## config.mk

```make
export PLATFORM = sky130hd
export DESIGN_NAME = cp0_regs
export DESIGN_NICKNAME = d
export VERILOG_FILES = /design/src/cpu_pkg.sv /design/src/cp0_regs.sv
export SDC_FILE = /design/constraint.sdc
export NUM_CORES = 1
export LEC_CHECK = 0
export BUFFER_PORTS_ARGS = -buffer_cell sky130_fd_sc_hd__buf_2
export CAP_MARGIN = 0
export CORE_MARGIN = 2
export CORE_UTILIZATION = 35
export CTS_CLUSTER_DIAMETER = 60
export DETAILED_ROUTE_END_ITERATION = 10
export PLACE_DENSITY = 0.66
export SLEW_MARGIN = 0
export SYNTH_ARGS = -nofsm -noshare
export SYNTH_HDL_FRONTEND = slang
export SYNTH_SLANG_ARGS = --single-unit
```

## constraint.sdc

```tcl
create_clock -name clk -period 1.75 [get_ports clk]
set_input_delay 0.0875 -clock clk [delete_from_list [all_inputs] [get_ports clk]]
set_output_delay 0.0875 -clock clk [all_outputs]
set_load 0.005 [all_outputs]
```

## src/cpu_pkg.sv

```systemverilog
`default_nettype none

package cpu_pkg;

	// Cause.ExcCode values
	typedef enum logic [4:0] {
		EXC_NONE = 5'd0,
		EXC_ADEL = 5'd4,
		EXC_ADES = 5'd5,
		EXC_SYS  = 5'd8,
		EXC_BP   = 5'd9,
		EXC_RI   = 5'd10,
		EXC_OV   = 5'd12
	} exc_code_e;

	typedef enum logic [1:0] {
		SIZE_BYTE = 2'd0,
		SIZE_HALF = 2'd1,
		SIZE_WORD = 2'd2
	} mem_size_e;

	localparam logic [31:0] EXC_VECTOR = 32'hbfc0_0380;

	// CP0 register numbers
	localparam logic [4:0] CP0_BADVADDR = 5'd8;
	localparam logic [4:0] CP0_STATUS   = 5'd12;
	localparam logic [4:0] CP0_CAUSE    = 5'd13;
	localparam logic [4:0] CP0_EPC      = 5'd14;

	localparam int STATUS_EXL_BIT = 1;

	// BEV and EXL set out of reset
	localparam logic [31:0] STATUS_RST = 32'h0040_0002;

	// Software writable fields of Status (IM, EXL, IE) and Cause (IP1..IP0)
	localparam logic [31:0] STATUS_WMASK = 32'h0000_ff03;
	localparam logic [31:0] CAUSE_WMASK  = 32'h0000_0300;

	localparam int DMEM_AW = 8;

endpackage

`default_nettype wire

```

## src/cp0_regs.sv

```systemverilog
`timescale 1ns/1ps
`default_nettype none

module cp0_regs (
	input  logic               clk,
	input  logic               rst_n,
	input  logic               exc_valid,
	input  cpu_pkg::exc_code_e exc_code,
	input  logic [31:0]        epc_wdata,
	input  logic               bd_wdata,
	input  logic               badvaddr_wen,
	input  logic [31:0]        badvaddr_wdata,
	input  logic               eret_commit,
	input  logic               cp0_wen,
	input  logic [4:0]         cp0_waddr,
	input  logic [31:0]        cp0_wdata,
	output logic [31:0]        epc,
	output logic [31:0]        status,
	output logic [31:0]        cause,
	output logic [31:0]        badvaddr
);
	import cpu_pkg::*;

	always_ff @(posedge clk or negedge rst_n) begin
		if (!rst_n) begin
			epc      <= 32'h0;
			status   <= STATUS_RST;
			cause    <= 32'h0;
			badvaddr <= 32'h0;
		end else if (exc_valid) begin
			status[STATUS_EXL_BIT] <= 1'b1;
			cause[6:2]             <= exc_code;
			// Nested exception keeps the first return point
			if (!status[STATUS_EXL_BIT]) begin
				epc       <= epc_wdata;
				cause[31] <= bd_wdata;
			end
			if (badvaddr_wen) begin
				badvaddr <= badvaddr_wdata;
			end
		end else if (eret_commit) begin
			status[STATUS_EXL_BIT] <= 1'b0;
		end else if (cp0_wen) begin
			case (cp0_waddr)
				CP0_EPC:      epc      <= cp0_wdata;
				CP0_BADVADDR: badvaddr <= cp0_wdata;
				CP0_STATUS:   status   <= (status & ~STATUS_WMASK) | (cp0_wdata & STATUS_WMASK);
				CP0_CAUSE:    cause    <= (cause & ~CAUSE_WMASK) | (cp0_wdata & CAUSE_WMASK);
				default:      ;
			endcase
		end
	end

	exl_after_exc: assert property (
		@(posedge clk) disable iff (!rst_n)
		exc_valid |=> status[STATUS_EXL_BIT]
	) else $error("cp0_regs: EXL clear after exception");

endmodule

`default_nettype wire

```

== Yosys cells after proc, flatten, opt, wreduce, memory -nomap -nowiden ==
Index checks and enable logic that the tools add are counted.
Word-level totals
  output and inout port bits: 128
  memory bits (read-only): 0
  bits in latches: 0
  memories kept: 0
  bits in writable memories: 0
  register bits: 128
  bits of input ports: 113
  word-level logic and storage cells: 51
Cells by class
  divide/modulo/power cells: 0
  $lt $le $gt $ge: 0
  reduce and logical (&&, ||, !) cells: 13
  multiply operators: 0
  multiplexer cells: 20
  equality and inequality tests: 7
  add/subtract/negate cells: 0
  shift-type cells: 0
  bitwise logic cells: 4
Operators with widths (number)
  $mux 32: 13
  $or 32x10->32: 1
  $or 32x16->32: 1
  $eq 5x4->1 const B: 4
  $reduce_and 4->1: 5
  $reduce_bool 2->1: 4
  $reduce_bool 3->1: 2
  $mux 5: 1
  $mux 1: 4
  $mux 2: 2
  $ne 2x2->1 const B: 2
  $reduce_and 3->1: 1
  $ne 2x1->1 const B: 1
  $not 1->1: 2
  $reduce_and 2->1: 1

== Depth between registers and ports, before layout ==
  depth after elaboration: 5
  depth in mapped cells: 6
  mapped depth without buffers: 4

== Worst setup path before layout ==
No wires, ideal clock.
  path kind: register to register
  start point: register status[1]
  end point: register epc[0]
  stages on the path, launching flop included: 6
  slack: 0.315 ns
  data arrival time: 1.309 ns
  buffers on the path: 1
  period minus slack after synthesis: 1.435 ns
  setup time: 0.125 ns
  required time: 1.625 ns
  cells stage by stage: dfstp_2 -> nand2b_1 -> nor2b_1 -> or2_4 -> buf_6 -> o21ai_2
On the way
  longest elaborated chain between the ends: 2
RTL lines
  start, declared: line cp0_regs.sv:18  | output logic [31:0] status,
  start signal, assigned: line cp0_regs.sv:47  | CP0_STATUS: status <= (status & ~STATUS_WMASK) | (cp0_wdata & STATUS_WMASK);
  $ne 2x2->1 (no source line)
  $reduce_and 4->1 (no source line)
  end signal, assigned: line cp0_regs.sv:35  | epc <= epc_wdata;
  end signal, assigned: line cp0_regs.sv:45  | CP0_EPC: epc <= cp0_wdata;
  end, declared: line cp0_regs.sv:17  | output logic [31:0] epc,
No other way between the ends.
A chain may end at the register's enable or synchronous reset.

== Worst setup path in the final report ==
  start point: input port eret_commit
  end point: register epc[20]
On the way
  longest elaborated chain between the ends: 2
RTL lines
  start, declared: line cp0_regs.sv:13  | input logic eret_commit,
  $ne 2x2->1 (no source line)
  $reduce_and 4->1 (no source line)
No other way between the ends.

==> flow_summary.yaml <==
clock_tree:
  cts_max_path_buffers: 2
  ctsHtreeMaxLevel: 3
  clock_latency_ns: 0.33
  cts_buffers: 9
  cts_root_buf: "clkbuf_16"
  postCtsSetupBuffers: 0
  clkSinkCount: 82
  clk_pin_slew_ns: 0.06
  tritoncts: "built"
die:
  core-area_um2: 11400
  die_w_um: 112
  ios: 241
  start_util_pct: 35.8
  die_height_um: 112
  die-area_um2: 12500
  fp-row-count: 39
placed_design:
  gp_congestion: 0.799
  hpwl_um: 8070
  dp_slack_ns: 0.251
  portBuffers: 194
  dp_cells: 732
pwr:
  leakagePower_nw: 2.70
  p_total_w: 0.00552
  vdd_drop_max_mv: 0.420
  power.density_nw_per_um2: 1010
worst_setup_path:
  critPathCaptureType: "register"
  cpMaxStageDelayCell: "dlygate4sd3_1"
  timing.rr.end: "epc[20]"
  cp_top_family: "buffers and inverters"
  critPathRequiredTime_ns: 2.00
  reg2reg_setup_slack_ns: 0.25
  worstSetupPathType: "in2reg"
  cpPeakStageDelay_ns: 0.53
  worstSetupStartpointType: "input pin"
  worstPathCellList: "dlygate4sd3_1 > buf_2 > nor3b_4 > nor2b_2 > or2_4 > buf_4 > o21ai_1"
  crit_arrival_ns: 1.88
  path_max_fanout: 11
  critPathBufInv: 3
  worstRegToRegCells: 5
  r2r_start: "status[1]"
detailed_routing:
  wl_met1_um: 4570
  detailroute.via_count: 3572
  wl_met3_um: 874
  drc: 0
  first_pass_iters: 4
  routed.top_layer: "met4"
  via_per_inst: 4.69
  wl_um: 10900
  postRouteAntennaNets: 0
  wl_met2_um: 5300
  drtIter0Drc: 123
  avgRoutedWirePerCell_um: 14.3
finish:
  regArea_um2: 2050
  nets: 726
  stdcell_count: 761
  layout-drive-gt1-share_pct: 42.4
  postLayoutCoreUtil_pct: 48.1
  syn2layout_area_growth_pct: 34.2
  multi_input_area_um2: 1700
  antenna_cells: 0
  final.fill_count: 1090
status:
  status: "complete, no violations"
hold_path:
  holdPathStages: 2
  min_from: "cp0_wdata[10]"
  min_to: "status[10]"
  hold_class: "in2reg"
yosys:
  syn_area_um2: 4080
  synth_edf_count: 0
  yosysWarnings: 0
  syn-mean-instance-area_um2: 9.82
  syn_inst: 415
  yosys_most_used_dff: "dfrtp_1"
  ys_ff_latch: 82
  async_reset_ff_share_pct: 100
  seq_area_frac_synth_pct: 50.4
  synth.distinct_cells: 27
global_routing:
  antenna_found_initial: 0
  grt_pass1_wl_um: 17600
  grt_max_degree: 83
  track_usage_pct: 17.6
  grt_overflow: 0
  grt_pass1_vias: 3579
sta:
  period_share_pct: 93.1
  hold_violations: 0
  finalSetupViolations: 0
  finalSetupTns_ns: 0
  worst_slack_ns: 0.122
  layout_min_cycle_time_ns: 1.63
  finClkSkew_ns: 0.00334
  max_freq_mhz: 614
  grt_setup_unrepaired: "false"
  slew_violations: 0
flow_run:
  drv_cap: 0
-- sequential cells by signal (all words and copies together) (netlist names) --
register and count:
status 10, badvaddr 32, cause 8, epc 32
-- layout by cell type (no fill, tap or decap), drive strengths merged --
cell           n
bufinv         2
o21bai         1
dfrtp         81
inv            1
clkinv         2
nor3           2
nand2b         1
a31oi          1
nor2          33
nand3          2
a21oi         96
mux2i          1
nor2b         34
clkinvlp       1
nand2          1
nor3b          1
o21ai         64
clkbuf        11
conb          46
dfstp          1
a32o           1
or2            1
buf          203
and3b          1
dlygate4sd3   13
mux2          17
-- timing repair --
item                      in CTS  in global routing
hold endpoints to repair      93                  0
hold buffers                  13                  0
gates resized for setup        0                  0
-- area by class of cell --
| type | count | area share [%] |
|---|---|---|
| Clock buffer | 11 | 4.44 |
| Clock inverter | 5 | 1.42 |
| Inverter | 1 | 0.0686 |
| Multi-Input combinational cell | 303 | 31.1 |
| Sequential cell | 82 | 37.6 |
| Tap cell | 143 | 3.27 |
| Timing Repair Buffer | 216 | 22.2 |
-- metrics by stage --
stage	area, um^2	hold WS, ns
3_5_place_dp	5020	0.157
6_report	5470	0.00569
4_1_cts	5470	0.000725
3_3_place_gp	5020	0.149
2_1_floorplan	4240	-0.208
5_1_grt	5470	0.0129
-- Yosys cell counts, types with 2 or more instances --
master / number / area, um^2
a21oi_1: 96 / 480
dfrtp_1: 81 / 2030
buf_4: 51 / 383
nor2b_1: 34 / 213
o21ai_0: 34 / 170
nor2_1: 33 / 124
o21ai_2: 20 / 175
mux2_2: 17 / 191
buf_2: 11 / 55.1
o21ai_1: 10 / 50.1
clkbuf_1: 8 / 30.0
buf_6: 3 / 33.8
conb_1: 2 / 7.51
nor3_1: 2 / 10.0
-- report_power, final --
| part | switching, W | internal, W |
|---|---|---|
| combinational | 0.000593 | 0.000554 |
| sequential | 0.000147 | 0.00220 |
| clock | 0.000745 | 0.00128 |
| total | 0.00149 | 0.00403 |
-- kinds of logic (layout without fill, tap and decap cells) --
logic type | count (synthesis) | count (layout) | synth area share (%)
buffers and inverters | 74 | 233 | 12.4
AND/OR/NAND/NOR | 76 | 76 | 10.0
AO/OA/AOI/OAI | 163 | 163 | 22.1
multiplexers | 18 | 18 | 4.94
flip-flops | 82 | 82 | 50.4
other | 2 | 46 | 0.184
-- how the worst max path moves through the flow --
stage	startpoint	end	slack [ns]	cells past startpoint
after floorplan	status[1]	epc[0]	0.32	5
after global placement	status[1]	epc[22]	0.30	5
after detailed placement	status[1]	epc[20]	0.25	5
after CTS	eret_commit	epc[20]	0.12	7
after global routing	eret_commit	cause[9]	0.03	6
final	eret_commit	epc[20]	0.12	7
-- routing by layer --
layer	vias to the layer above	track usage [%]
met4	0	6.50
met3	14	4.19
met1	1650	21.9
met2	163	29.7
met5	-	0
li1	1745	-
Note: power is estimated with default switching activity, not from simulation.
