--- config.mk ---
export PLATFORM = sky130hd
export DESIGN_NAME = mem_stage
export DESIGN_NICKNAME = d
export VERILOG_FILES = /design/src/cpu_pkg.sv /design/src/data_addr_check.sv /design/src/exc_handler.sv /design/src/sram_wsig_adjust.sv /design/src/mem_stage.sv
export SDC_FILE = /design/constraint.sdc
export NUM_CORES = 1
export LEC_CHECK = 0
export BUFFER_PORTS_ARGS = -buffer_cell sky130_fd_sc_hd__buf_2
export CAP_MARGIN = 20
export CORE_AREA = 2 2 138 140
export DETAILED_ROUTE_END_ITERATION = 6
export DIE_AREA = 0 0 140 142
export GPL_ROUTABILITY_DRIVEN = 0
export PLACE_DENSITY = 0.53
export REMOVE_ABC_BUFFERS = 1
export SETUP_SLACK_MARGIN = 0.2
export SYNTH_ARGS = -nofsm -noshare
export SYNTH_HDL_FRONTEND = slang
export SYNTH_SLANG_ARGS = --single-unit
--- constraint.sdc ---
create_clock -name vclk -period 3.4
set_input_delay 0.68 -clock vclk [all_inputs]
set_output_delay 0.68 -clock vclk [all_outputs]
set_load 0.1 [all_outputs]
--- src/cpu_pkg.sv ---
`default_nettype none

package cpu_pkg;

	// Cause.ExcCode values
	typedef enum logic [4:0] {
		EXC_NONE = 5'd0,
		EXC_ADEL = 5'd4,
		EXC_ADES = 5'd5,
		EXC_SYS  = 5'd8,
		EXC_BP   = 5'd9,
		EXC_RI   = 5'd10,
		EXC_OV   = 5'd12
	} exc_code_e;

	typedef enum logic [1:0] {
		SIZE_BYTE = 2'd0,
		SIZE_HALF = 2'd1,
		SIZE_WORD = 2'd2
	} mem_size_e;

	localparam logic [31:0] EXC_VECTOR = 32'hbfc0_0380;

	// CP0 register numbers
	localparam logic [4:0] CP0_BADVADDR = 5'd8;
	localparam logic [4:0] CP0_STATUS   = 5'd12;
	localparam logic [4:0] CP0_CAUSE    = 5'd13;
	localparam logic [4:0] CP0_EPC      = 5'd14;

	localparam int STATUS_EXL_BIT = 1;

	// BEV and EXL set out of reset
	localparam logic [31:0] STATUS_RST = 32'h0040_0002;

	// Software writable fields of Status (IM, EXL, IE) and Cause (IP1..IP0)
	localparam logic [31:0] STATUS_WMASK = 32'h0000_ff03;
	localparam logic [31:0] CAUSE_WMASK  = 32'h0000_0300;

	localparam int DMEM_AW = 8;

endpackage

`default_nettype wire

--- src/data_addr_check.sv ---
`timescale 1ns/1ps
`default_nettype none

module data_addr_check (
	input  logic               memreq,
	input  logic               wr,
	input  logic [31:0]        addr,
	input  cpu_pkg::mem_size_e size,
	input  logic               addr_err_if,
	input  logic [31:0]        badvaddr_if,
	output logic [31:0]        badvaddr,
	output logic [1:0]         addr_err,
	output logic               m_req
);
	import cpu_pkg::*;

	logic misaligned;

	always_comb begin
		case (size)
			SIZE_HALF: misaligned = addr[0];
			SIZE_WORD: misaligned = |addr[1:0];
			default:   misaligned = 1'b0;
		endcase
	end

	// Bit 1 flags a load, bit 0 a store
	assign addr_err[1] = memreq & misaligned & ~wr;
	assign addr_err[0] = memreq & misaligned & wr;

	// Fetch error also kills the data access
	assign m_req = memreq & ~misaligned & ~addr_err_if;

	assign badvaddr = addr_err_if ? badvaddr_if : addr;

	always_comb begin
		assert final (!(m_req && addr_err != 2'b00))
			else $error("data_addr_check: request issued with address error %b", addr_err);
	end

endmodule

`default_nettype wire

--- src/exc_handler.sv ---
`timescale 1ns/1ps
`default_nettype none

module exc_handler (
	input  logic               is_instr,
	input  logic               status_exl,
	input  logic               in_delay_slot,
	input  logic [31:0]        pc,
	input  logic [31:0]        badvaddr,
	input  logic               addr_err_if,
	input  logic [1:0]         addr_err,
	input  logic               reserved_instr,
	input  logic               intovf,
	input  logic               mips_break,
	input  logic               syscall,
	input  logic               eret,
	output logic               exc_valid,
	output cpu_pkg::exc_code_e exc_code,
	output logic [31:0]        epc_wdata,
	output logic               bd_wdata,
	output logic               badvaddr_wen,
	output logic [31:0]        badvaddr_wdata,
	output logic               eret_commit
);
	import cpu_pkg::*;

	// Fixed priority with the fetch side first
	always_comb begin
		exc_code = EXC_NONE;
		if (is_instr) begin
			if (addr_err_if) begin
				exc_code = EXC_ADEL;
			end else if (reserved_instr) begin
				exc_code = EXC_RI;
			end else if (intovf) begin
				exc_code = EXC_OV;
			end else if (syscall) begin
				exc_code = EXC_SYS;
			end else if (mips_break) begin
				exc_code = EXC_BP;
			end else if (addr_err[1]) begin
				exc_code = EXC_ADEL;
			end else if (addr_err[0]) begin
				exc_code = EXC_ADES;
			end
		end
	end

	assign exc_valid = (exc_code != EXC_NONE);

	// Branch owns the delay slot
	assign epc_wdata = in_delay_slot ? pc - 32'd4 : pc;

	// BD stays frozen while EXL holds
	assign bd_wdata = in_delay_slot & ~status_exl;

	assign badvaddr_wen   = exc_valid & ((exc_code == EXC_ADEL) | (exc_code == EXC_ADES));
	assign badvaddr_wdata = badvaddr;

	assign eret_commit = is_instr & eret & ~exc_valid;

	always_comb begin
		assert final (!(exc_valid && eret_commit))
			else $error("exc_handler: exception and eret committed together");
	end

endmodule

`default_nettype wire

--- src/sram_wsig_adjust.sv ---
`timescale 1ns/1ps
`default_nettype none

module sram_wsig_adjust (
	input  logic               req,
	input  logic               wr,
	input  logic [31:0]        in,
	input  cpu_pkg::mem_size_e size,
	input  logic [1:0]         memoffset,
	output logic [31:0]        out,
	output logic [3:0]         wen
);
	import cpu_pkg::*;

	logic [3:0] lane_sel;

	// Sub-word data is copied to every lane so the RAM picks it up by enables
	always_comb begin
		case (size)
			SIZE_BYTE: begin
				out      = {4{in[7:0]}};
				lane_sel = 4'b0001 << memoffset;
			end
			SIZE_HALF: begin
				out      = {2{in[15:0]}};
				lane_sel = memoffset[1] ? 4'b1100 : 4'b0011;
			end
			default: begin
				out      = in;
				lane_sel = 4'b1111;
			end
		endcase
	end

	assign wen = (req && wr) ? lane_sel : 4'b0000;

endmodule

`default_nettype wire

--- src/mem_stage.sv ---
`timescale 1ns/1ps
`default_nettype none

module mem_stage (
	input  logic               is_instr,
	input  logic [31:0]        pc,
	input  logic [31:0]        ex_out,
	input  logic [31:0]        rtdata,
	input  logic               in_delay_slot,
	input  logic               intovf,
	input  logic               addr_err_if,
	input  logic               memreq,
	input  logic               memwr,
	input  cpu_pkg::mem_size_e mem_size,
	input  logic               reserved_instr,
	input  logic               mips_break,
	input  logic               syscall,
	input  logic               eret,
	input  logic               cp0_wen,
	input  logic [4:0]         cp0_waddr,
	input  logic [31:0]        cp0_epc,
	input  logic               cp0_status_exl,

	// SRAM-like interface
	output logic               m_data_req,
	output logic               m_data_wr,
	output logic [3:0]         m_data_wen,
	output logic [31:0]        m_data_addr,
	output logic [31:0]        m_data_wdata,

	// CP0 update
	output logic               exc_valid,
	output cpu_pkg::exc_code_e exc_code,
	output logic [31:0]        epc_wdata,
	output logic               bd_wdata,
	output logic               badvaddr_wen,
	output logic [31:0]        badvaddr_wdata,
	output logic               eret_commit,
	output logic               m_cp0_wen,
	output logic [4:0]         m_cp0_waddr,
	output logic [31:0]        m_cp0_wdata,

	output logic [31:0]        redirect_pc
);
	import cpu_pkg::*;

	logic [31:0] m_badvaddr;
	logic [1:0]  m_addr_err;
	logic        m_req;

	data_addr_check u_data_addr_check (
		.memreq      (memreq),
		.wr          (memwr),
		.addr        (ex_out),
		.size        (mem_size),
		.addr_err_if (addr_err_if),
		.badvaddr_if (pc),
		.badvaddr    (m_badvaddr),
		.addr_err    (m_addr_err),
		.m_req       (m_req)
	);

	exc_handler u_exc_handler (
		.is_instr       (is_instr),
		.status_exl     (cp0_status_exl),
		.in_delay_slot  (in_delay_slot),
		.pc             (pc),
		.badvaddr       (m_badvaddr),
		.addr_err_if    (addr_err_if),
		.addr_err       (m_addr_err),
		.reserved_instr (reserved_instr),
		.intovf         (intovf),
		.mips_break     (mips_break),
		.syscall        (syscall),
		.eret           (eret),
		.exc_valid      (exc_valid),
		.exc_code       (exc_code),
		.epc_wdata      (epc_wdata),
		.bd_wdata       (bd_wdata),
		.badvaddr_wen   (badvaddr_wen),
		.badvaddr_wdata (badvaddr_wdata),
		.eret_commit    (eret_commit)
	);

	sram_wsig_adjust u_sram_wsig_adjust (
		.req       (m_req),
		.wr        (memwr),
		.in        (rtdata),
		.size      (mem_size),
		.memoffset (ex_out[1:0]),
		.out       (m_data_wdata),
		.wen       (m_data_wen)
	);

	assign m_data_req  = m_req;
	assign m_data_wr   = memwr;
	assign m_data_addr = ex_out;

	// Bubbles never write CP0
	assign m_cp0_wen   = cp0_wen & is_instr;
	assign m_cp0_waddr = cp0_waddr;
	assign m_cp0_wdata = rtdata;

	assign redirect_pc = exc_valid ? EXC_VECTOR : (eret_commit ? cp0_epc : 32'h0);

endmodule

`default_nettype wire

---- After elaboration in Yosys (flattened, before gate mapping) ----
Cells that the tools add are included.
cells by class
  add/subtract/negate cells ............... 1
  equal/unequal tests ..................... 4
  shift-type cells ........................ 1
  multiplexer cells ....................... 17
  bitwise logic cells ..................... 16
  reductions and logical operators ........ 4
operators with widths
  operator                                                               count
  32-bit 2-to-1 mux                                                      4
  32-bit one-hot mux with 2 select lines                                 1
  5-bit 2-to-1 mux                                                       7
  32-bit by 3-bit subtractor with 32-bit output (second input constant)  1
  1-bit AND                                                              10
  5-bit by 3-bit == test with 1-bit output (second input constant)       2
  4-bit 2-to-1 mux                                                       2
  4-bit one-hot mux with 2 select lines                                  1
  1-bit NOT                                                              5
  5-bit nonzero test                                                     1
  1-bit by 2-bit left shift with 4-bit output (first input constant)     1
  3-bit 2-to-1 mux                                                       1
  2-bit by 1-bit == test with 1-bit output (second input constant)       1
  2-bit == test (second input constant)                                  1
  2-bit zero test                                                        1
  1-bit one-hot mux with 2 select lines                                  1
  2-bit OR reduction                                                     1
  1-bit logical AND                                                      1
  1-bit bitwise OR                                                       1
storage, ports and cells
  flip-flop bits (word level) ............. 0
  input bits .............................. 147
  output and inout port bits .............. 213
  word-level logic and storage cells ...... 43

---- Longest topological paths before layout ----
Gate-level depths: netlist of run 1.
  depth after elaboration ................. 17
  mapped depth ............................ 7
  gate-level depth less buffers ........... 6

---- Hierarchy ----
Synthesis of run 1 repeated with hierarchy kept, for this count alone.
unflattened totals
  cell total of the unflattened synthesis .. 367
  area, all modules ....................... 2947.8 um^2
modules (own cells, without submodules)
  module            times used  cells an instance  area each (um^2)  seq. area each (um^2)
  exc_handler       1           143                968.4             0.0
  mem_stage         1           109                829.5             0.0
  data_addr_check   1           50                 645.6             0.0
  sram_wsig_adjust  1           65                 504.2             0.0

---- Worst setup path before layout of run 1 ----
OpenSTA, ideal clock, no wires.
  kind .................................... input to output
  start ................................... input port mem_size[1]
  end ..................................... output port redirect_pc[22]
  arrival ................................. 3.664 ns
  required time ........................... 2.720 ns
  path slack .............................. -0.944 ns
  stages .................................. 7
  cell sequence ........................... inv_1 -> ha_1 -> and2_1 -> o211a_1 -> nor3_1 -> clkbuf_1 -> a21boi_0
on the way
  longest elaborated chain between the ends .. 17
  elaborated cells between the ends (all ways) .. 19
  classes of those cells .................. eq/ne: 2; mux: 11; bitwise: 5; reduce/logical: 1
ends and longest elaborated chain
  item                                                                       line                                          RTL
  start: declaration                                                         mem_stage.sv:14                               input cpu_pkg::mem_size_e mem_size,
  2-bit == test or 2-bit by 1-bit == test with 1-bit output (tied branches)  data_addr_check.sv:20                         case (size)
  1-bit one-hot mux with 2 select lines *                                    data_addr_check.sv:20
  1-bit AND *                                                                data_addr_check.sv:28, data_addr_check.sv:29
  1-bit AND                                                                  data_addr_check.sv:29                         assign addr_err[0] = memreq & misaligned & wr;
  3-bit 2-to-1 mux                                                           exc_handler.sv:43                             end else if (addr_err[0]) begin
  5-bit 2-to-1 mux *                                                         exc_handler.sv:41                             end else if (addr_err[1]) begin
  5-bit 2-to-1 mux *                                                         exc_handler.sv:39                             end else if (mips_break) begin
  5-bit 2-to-1 mux *                                                         exc_handler.sv:37                             end else if (syscall) begin
  5-bit 2-to-1 mux *                                                         exc_handler.sv:35                             end else if (intovf) begin
  5-bit 2-to-1 mux *                                                         exc_handler.sv:33                             end else if (reserved_instr) begin
  5-bit 2-to-1 mux *                                                         exc_handler.sv:31                             if (addr_err_if) begin
  5-bit 2-to-1 mux *                                                         exc_handler.sv:30                             if (is_instr) begin
  5-bit nonzero test *                                                       exc_handler.sv:49                             assign exc_valid = (exc_code != EXC_NONE);
  1-bit NOT                                                                  exc_handler.sv:60                             assign eret_commit = is_instr & eret & ~exc_valid;
  1-bit AND                                                                  exc_handler.sv:60
  32-bit 2-to-1 mux                                                          mem_stage.sv:104                              assign redirect_pc = exc_valid ? EXC_VECTOR : (eret_commit ? cp0_epc : 32'h0);
  32-bit 2-to-1 mux *                                                        mem_stage.sv:104
  end: declaration                                                           mem_stage.sv:43                               output logic [31:0] redirect_pc
Every way passes the cells marked *; elsewhere a longest branch is shown, timed or not.

---- Worst setup path in the final report of run 1 ----
  start ................................... input port pc[14]
  end ..................................... output port epc_wdata[24]
on the way
  longest elaborated chain between the ends .. 2
ends and longest elaborated chain
  item                                           line               RTL
  start: declaration                             mem_stage.sv:6     input logic [31:0] pc,
  32-bit by 3-bit subtractor with 32-bit output  exc_handler.sv:52  assign epc_wdata = in_delay_slot ? pc - 32'd4 : pc;
  32-bit 2-to-1 mux                              exc_handler.sv:52
  end: declaration                               mem_stage.sv:34    output logic [31:0] epc_wdata,
No other way between the ends.

==> metrics.cfg, run 1 <==
[synthesis]
synth_area_mm2 = 0.002457
synth_area_per_cell_um2 = 7.249
yosys-top-cells-area = buf_4 25%, mux2_2 18%, xor2_1 7.8%, and2_1 5.6%, nand2_1 5.2%
postSynthCellCount = 339
ys_seq_area_frac = 0
yosysUniqueCellTypes = 39
synth_top_area_share = 0.2475
synth_commonest_cells = 81 x buf_4, 39 x mux2_2, 34 x nand2_1
yosys_warnings = 0
synth.most_common_cell = buf_4
yosysTopAreaCell = buf_4

[layout]
nClkBuffers = 0
regArea_um2 = 0
areaGrowthSynthToFinish_pct = 109.5
seq_cell_count = 0
fillCellCount = 1989
final_area_mm2 = 0.005147
nNetsFinal = 764
instances_no_fill = 845
multi_input_area_mm2 = 0.001881
diodes = 0
drive_above_1_share = 0.7087

[outcome]
violations = design-rule violations
status = finished, violations left

[global_routing]
grt_pass1_wl_um = 18690
gr-usage-all-layers = 0.1196
antenna_found_initial = 1
grt-ovfl-total = 0
grt_pass1_vias = 3186
grt_max_degree = 24

[floorplanning]
core_area_mm2 = 0.01846
start_util = 0.1332
row_count = 50
die_x_um = 140
dieArea_mm2 = 0.01988
die_h_um = 142
io_pins = 360

[route]
via_per_inst = 4.039
drtIter0Drc = 87
vias = 3413
postRouteWirelength_um = 13470
drt_pass1_iterations = 7
route.detailed.wl_per_inst_um = 15.94
drc = 25
ant_nets = 0

[critical_path]
worst_setup_path_start_kind = primary input
cp.arrival_ns = 2.68
worstPathMaxFanout = 7
crit_required_ns = 2.72
setup.worst_path.end_class = output port
critical_path_class = primary input to output port

[power]
peakVddDrop_mv = 0.1746
powerDensity_mw_per_mm2 = 315.9
power_leakage_nw = 2.641

[place]
placed_cells = 843
hpwlAfterDp_um = 12020
postPlaceCellArea_mm2 = 0.004999
portBuffers = 349

[sta]
relSlewSlack = 0.5364
period_minus_slack_ns = 3.356
setup_violations = 0
rsz0062_at_grt = yes
fin_crit_sh = 0.9871
tightest_slew_ns = 0.6881
fmaxAchievable_mhz = 297.9
setup_tns_ns = 0
timing.hold.ws_ns = 1.361
final_hold_viol_count = 0
slew_viol_final = 0

[job]
cap_viol_max_count = 0

[clock_tree]
postCtsHoldBufs = 0

[hold_path]
hold_class = primary input to output port

-- cell type report --
class | count | share of cell area
Multi-Input combinational cell | 236 | 0.3653
Timing Repair Buffer | 369 | 0.5734
Tap cell | 234 | 0.05688
Inverter | 6 | 0.004375
-- through the flow --
step | util | worst slack, ns | total power, mW
final | 0.2789 | 0.04372 | 1.626
after global routing | 0.2789 | 0.006231 | 1.668
after CTS | 0.2736 | 0.02949 | 1.627
after detailed placement | 0.2708 | -0.003302 | 1.622
after global placement | 0.2708 | -0.02144 | 1.621
after floorplan | - | -2.417 | 0.8264
-- layer usage --
layer	up-vias	routed length [µm]	GRT usage
li1	1630	-	-
met1	1542	4934	0.1311
met2	231	7337	0.2481
met3	10	1049	0.01851
met4	0	148	0.01116
met5	-	0	0
-- worst paths after layout --
path	startpoint	to	slack, ns	depth (start not counted)
worst max-delay path	pc[14]	epc_wdata[24]	0.04	6
worst min-delay path	cp0_waddr[1]	m_cp0_waddr[1]	1.36	0
-- critical path, cell delays in order --
cell    delay (ns)
buf_6         0.09
or4_4         0.56
or4_4         0.54
nor4_2        0.30
xor2_1        0.28
buf_12        0.21
-- what timing repair did --
item                                    4_1_cts  5_1_grt
gates resized for setup                       8       14
pin swaps                                     5        7
endpoints found under the setup margin       12       16
gates cloned                                  1        0
setup buffers                                 0        1
-- layout by cell type (no fill, tap or decap), types with 3 or more instances in the layout --
master	instances
nor3_1	10
nor4_4	3
clkbuf_16	3
ha_1	4
or3_1	3
xor2_2	4
nand2b_1	3
and2_1	22
o21ai_0	3
a21boi_0	12
nand2_1	34
a22oi_1	8
and3b_1	3
inv_1	6
a22o_1	8
xor2_1	18
nor2_1	15
nor4_2	4
mux2_2	39
a21oi_1	4
xnor2_1	7
buf_4	19
or4_4	5
buf_12	66
buf_2	280
-- logic make-up (layout without fill, tap and decap cells) --
group / count (synthesis) / after routing / share of synthesized area
other cells: 1 / 1 / 0.001526
buf+inv: 104 / 375 / 0.2856
fa+ha+maj: 4 / 4 / 0.02037
simple gates: 122 / 123 / 0.2887
xor+xnor: 29 / 29 / 0.1034
mux: 40 / 40 / 0.1828
compound gates: 39 / 39 / 0.1176
-- where the power goes --
group	internal, mW	total [mW]	switching (mW)
Combinational	0.358	1.63	1.27
Sequential	0	0	0
Clock	0	0	0
Total	0.358	1.63	1.27
No activity file was read; power rests on OpenSTA's default activity.
==> inputs of run 2 (changes only) <==
- ABC_AREA: unset -> 1
- CORE_AREA: 2 2 138 140 -> 2 2 139 141
- DIE_AREA: 0 0 140 142 -> 0 0 141 143
- TNS_END_PERCENT: unset -> 10
==> metrics.cfg, run 2 <==
[outcome]
status = finished clean

[route]
via_per_inst = 3.878
route.detailed.wl_per_inst_um = 13.10
vias = 3925
ant_nets = 0
drtIter0Drc = 136
postRouteWirelength_um = 13260
drt_pass1_iterations = 4
drc = 0

[place]
hpwlAfterDp_um = 12270
placed_cells = 1012
portBuffers = 349
dp_slack_ns = 0.2774

[hold_path]
holdPathStages = 0
min-delay-start = cp0_waddr[1]
worstHoldEndpoint = m_cp0_waddr[1]
hold_class = primary input to output port

[floorplanning]
die_h_um = 143
start_util = 0.1415
die_x_um = 141
row_count = 50
core_area_mm2 = 0.01858
io_pins = 360
dieArea_mm2 = 0.02016

[synthesis]
synth_area_per_cell_um2 = 5.087
yosys_warnings = 0
yosys-top-cells-area = buf_4 23%, nand2_1 21%, inv_1 13%, o21ai_0 7.6%, xor2_1 6.7%
ys_seq_area_frac = 0
yosysTopAreaCell = buf_4
synth_commonest_cells = 147 x nand2_1, 90 x inv_1, 81 x buf_4
synth_area_mm2 = 0.002630
synth_top_area_share = 0.2312
synth.most_common_cell = nand2_1
postSynthCellCount = 517
yosysUniqueCellTypes = 27

[layout]
drive_above_1_share = 0.4781
diodes = 0
final_common_cell = buf_2
regArea_um2 = 0
nNetsFinal = 931
nClkBuffers = 0
instances_no_fill = 1012
areaGrowthSynthToFinish_pct = 91.39
most-common-layout-cells = 284 x buf_2, 147 x nand2_1, 90 x inv_1, 65 x buf_12, 42 x nor2_1
seq_cell_count = 0

[sta]
relSlewSlack = 0.6017
setup_tns_ns = 0
fin_crit_sh = 0.9105
timing.hold.ws_ns = 1.361
fmaxAchievable_mhz = 323.0
tightest_slew_ns = 0.5968
setup_violations = 0
final_hold_viol_count = 0
rsz0062_at_grt = yes
slew_viol_final = 0
period_minus_slack_ns = 3.096
fin_ws_ns = 0.3043

[critical_path]
crit_required_ns = 2.72
worst_setup_path_start_kind = primary input
setup.worst_path.end_class = output port
cp.arrival_ns = 2.42
critical_path_class = primary input to output port
worstPathMaxFanout = 4

[power]
power_leakage_nw = 2.901
peakVddDrop_mv = 0.1723
powerDensity_mw_per_mm2 = 352.3
p_total_mw = 1.773

[global_routing]
grt_pass1_wl_um = 19350
gr-usage-all-layers = 0.1197
antenna_found_initial = 1
grt_pass1_vias = 3635
grt_max_degree = 49
grt-ovfl-total = 0

[job]
cap_viol_max_count = 0

-- run 2: cell count changes after synthesis, moves of 7 or more --
cell and change:
nand2_1 +113, a21boi_0 -12, nand3_1 +7, and2_1 -22, a22oi_1 -8, a22o_1 -8, o22ai_1 +8, nand4_1 +7
nor3_1 +11, nor2_1 +26, mux2_2 -39, inv_1 +84, o21ai_0 +37
-- run 2: power breakdown --
group,switching [mW],internal [mW],total [mW],leakage (nW)
registers,0,0,0,0
clock network,0,0,0,0
logic,1.41,0.367,1.77,2.90
-- run 2: how the worst max path moves through the flow --
stage                      startpoint              end  slack, ns  cells past startpoint
after global placement    mem_size[1]  redirect_pc[29]       0.30                     14
after detailed placement  mem_size[1]  redirect_pc[27]       0.28                     14
after CTS                 mem_size[1]  redirect_pc[27]       0.27                     14
after global routing            pc[2]    epc_wdata[28]       0.18                     12
final                           pc[2]    epc_wdata[22]       0.30                     10
after floorplan           addr_err_if    m_data_wen[0]      -1.61                      5
-- run 2: critical path: stages --
cell and delay, ns:
buf_2 0.11, inv_1 0.09, ha_1 0.23, nand2_1 0.09
nor2_1 0.10, nand4_1 0.24, nor2_2 0.29, nand2_2 0.11
xnor2_1 0.25, buf_12 0.21
-- run 2: metrics by stage --
step / area [µm²] / utilization
4_1_cts: 5029 / 0.2706
3_5_place_dp: 5029 / 0.2706
6_report: 5034 / 0.2709
5_1_grt: 5034 / 0.2709
3_3_place_gp: 5029 / 0.2706
2_1_floorplan: 1953 / -
-- run 2: logic make-up after synthesis --
group,synth area share
buffers and inverters,0.3901
and+or+nand+nor,0.3963
AOI/OAI and AO/OA,0.1066
xor gates and xnor gates,0.08658
other,0.001426
adders and majority gates,0.01903
-- run 2: repair_timing --
| item | 4_1_cts | 5_1_grt |
|---|---|---|
| buffers inserted | 0 | 0 |
| hold buffers | 0 | 0 |
| resized for setup | 0 | 1 |
| endpoints found under the setup margin | 0 | 17 |
-- run 2: area by class of cell --
class              instances  area, µm²
repair buffers           357       2783
fillers                 2091      13550
well taps                234      292.8
multi-input cells        328       1609
inverters                 93      349.1
-- run 2: per-layer routing --
metal	track usage	up-vias	wire, µm
met5	0	-	0
met4	0.01053	0	115
met3	0.02247	4	938
met2	0.2108	179	6470
met1	0.1581	1735	5737
li1	-	2007	-
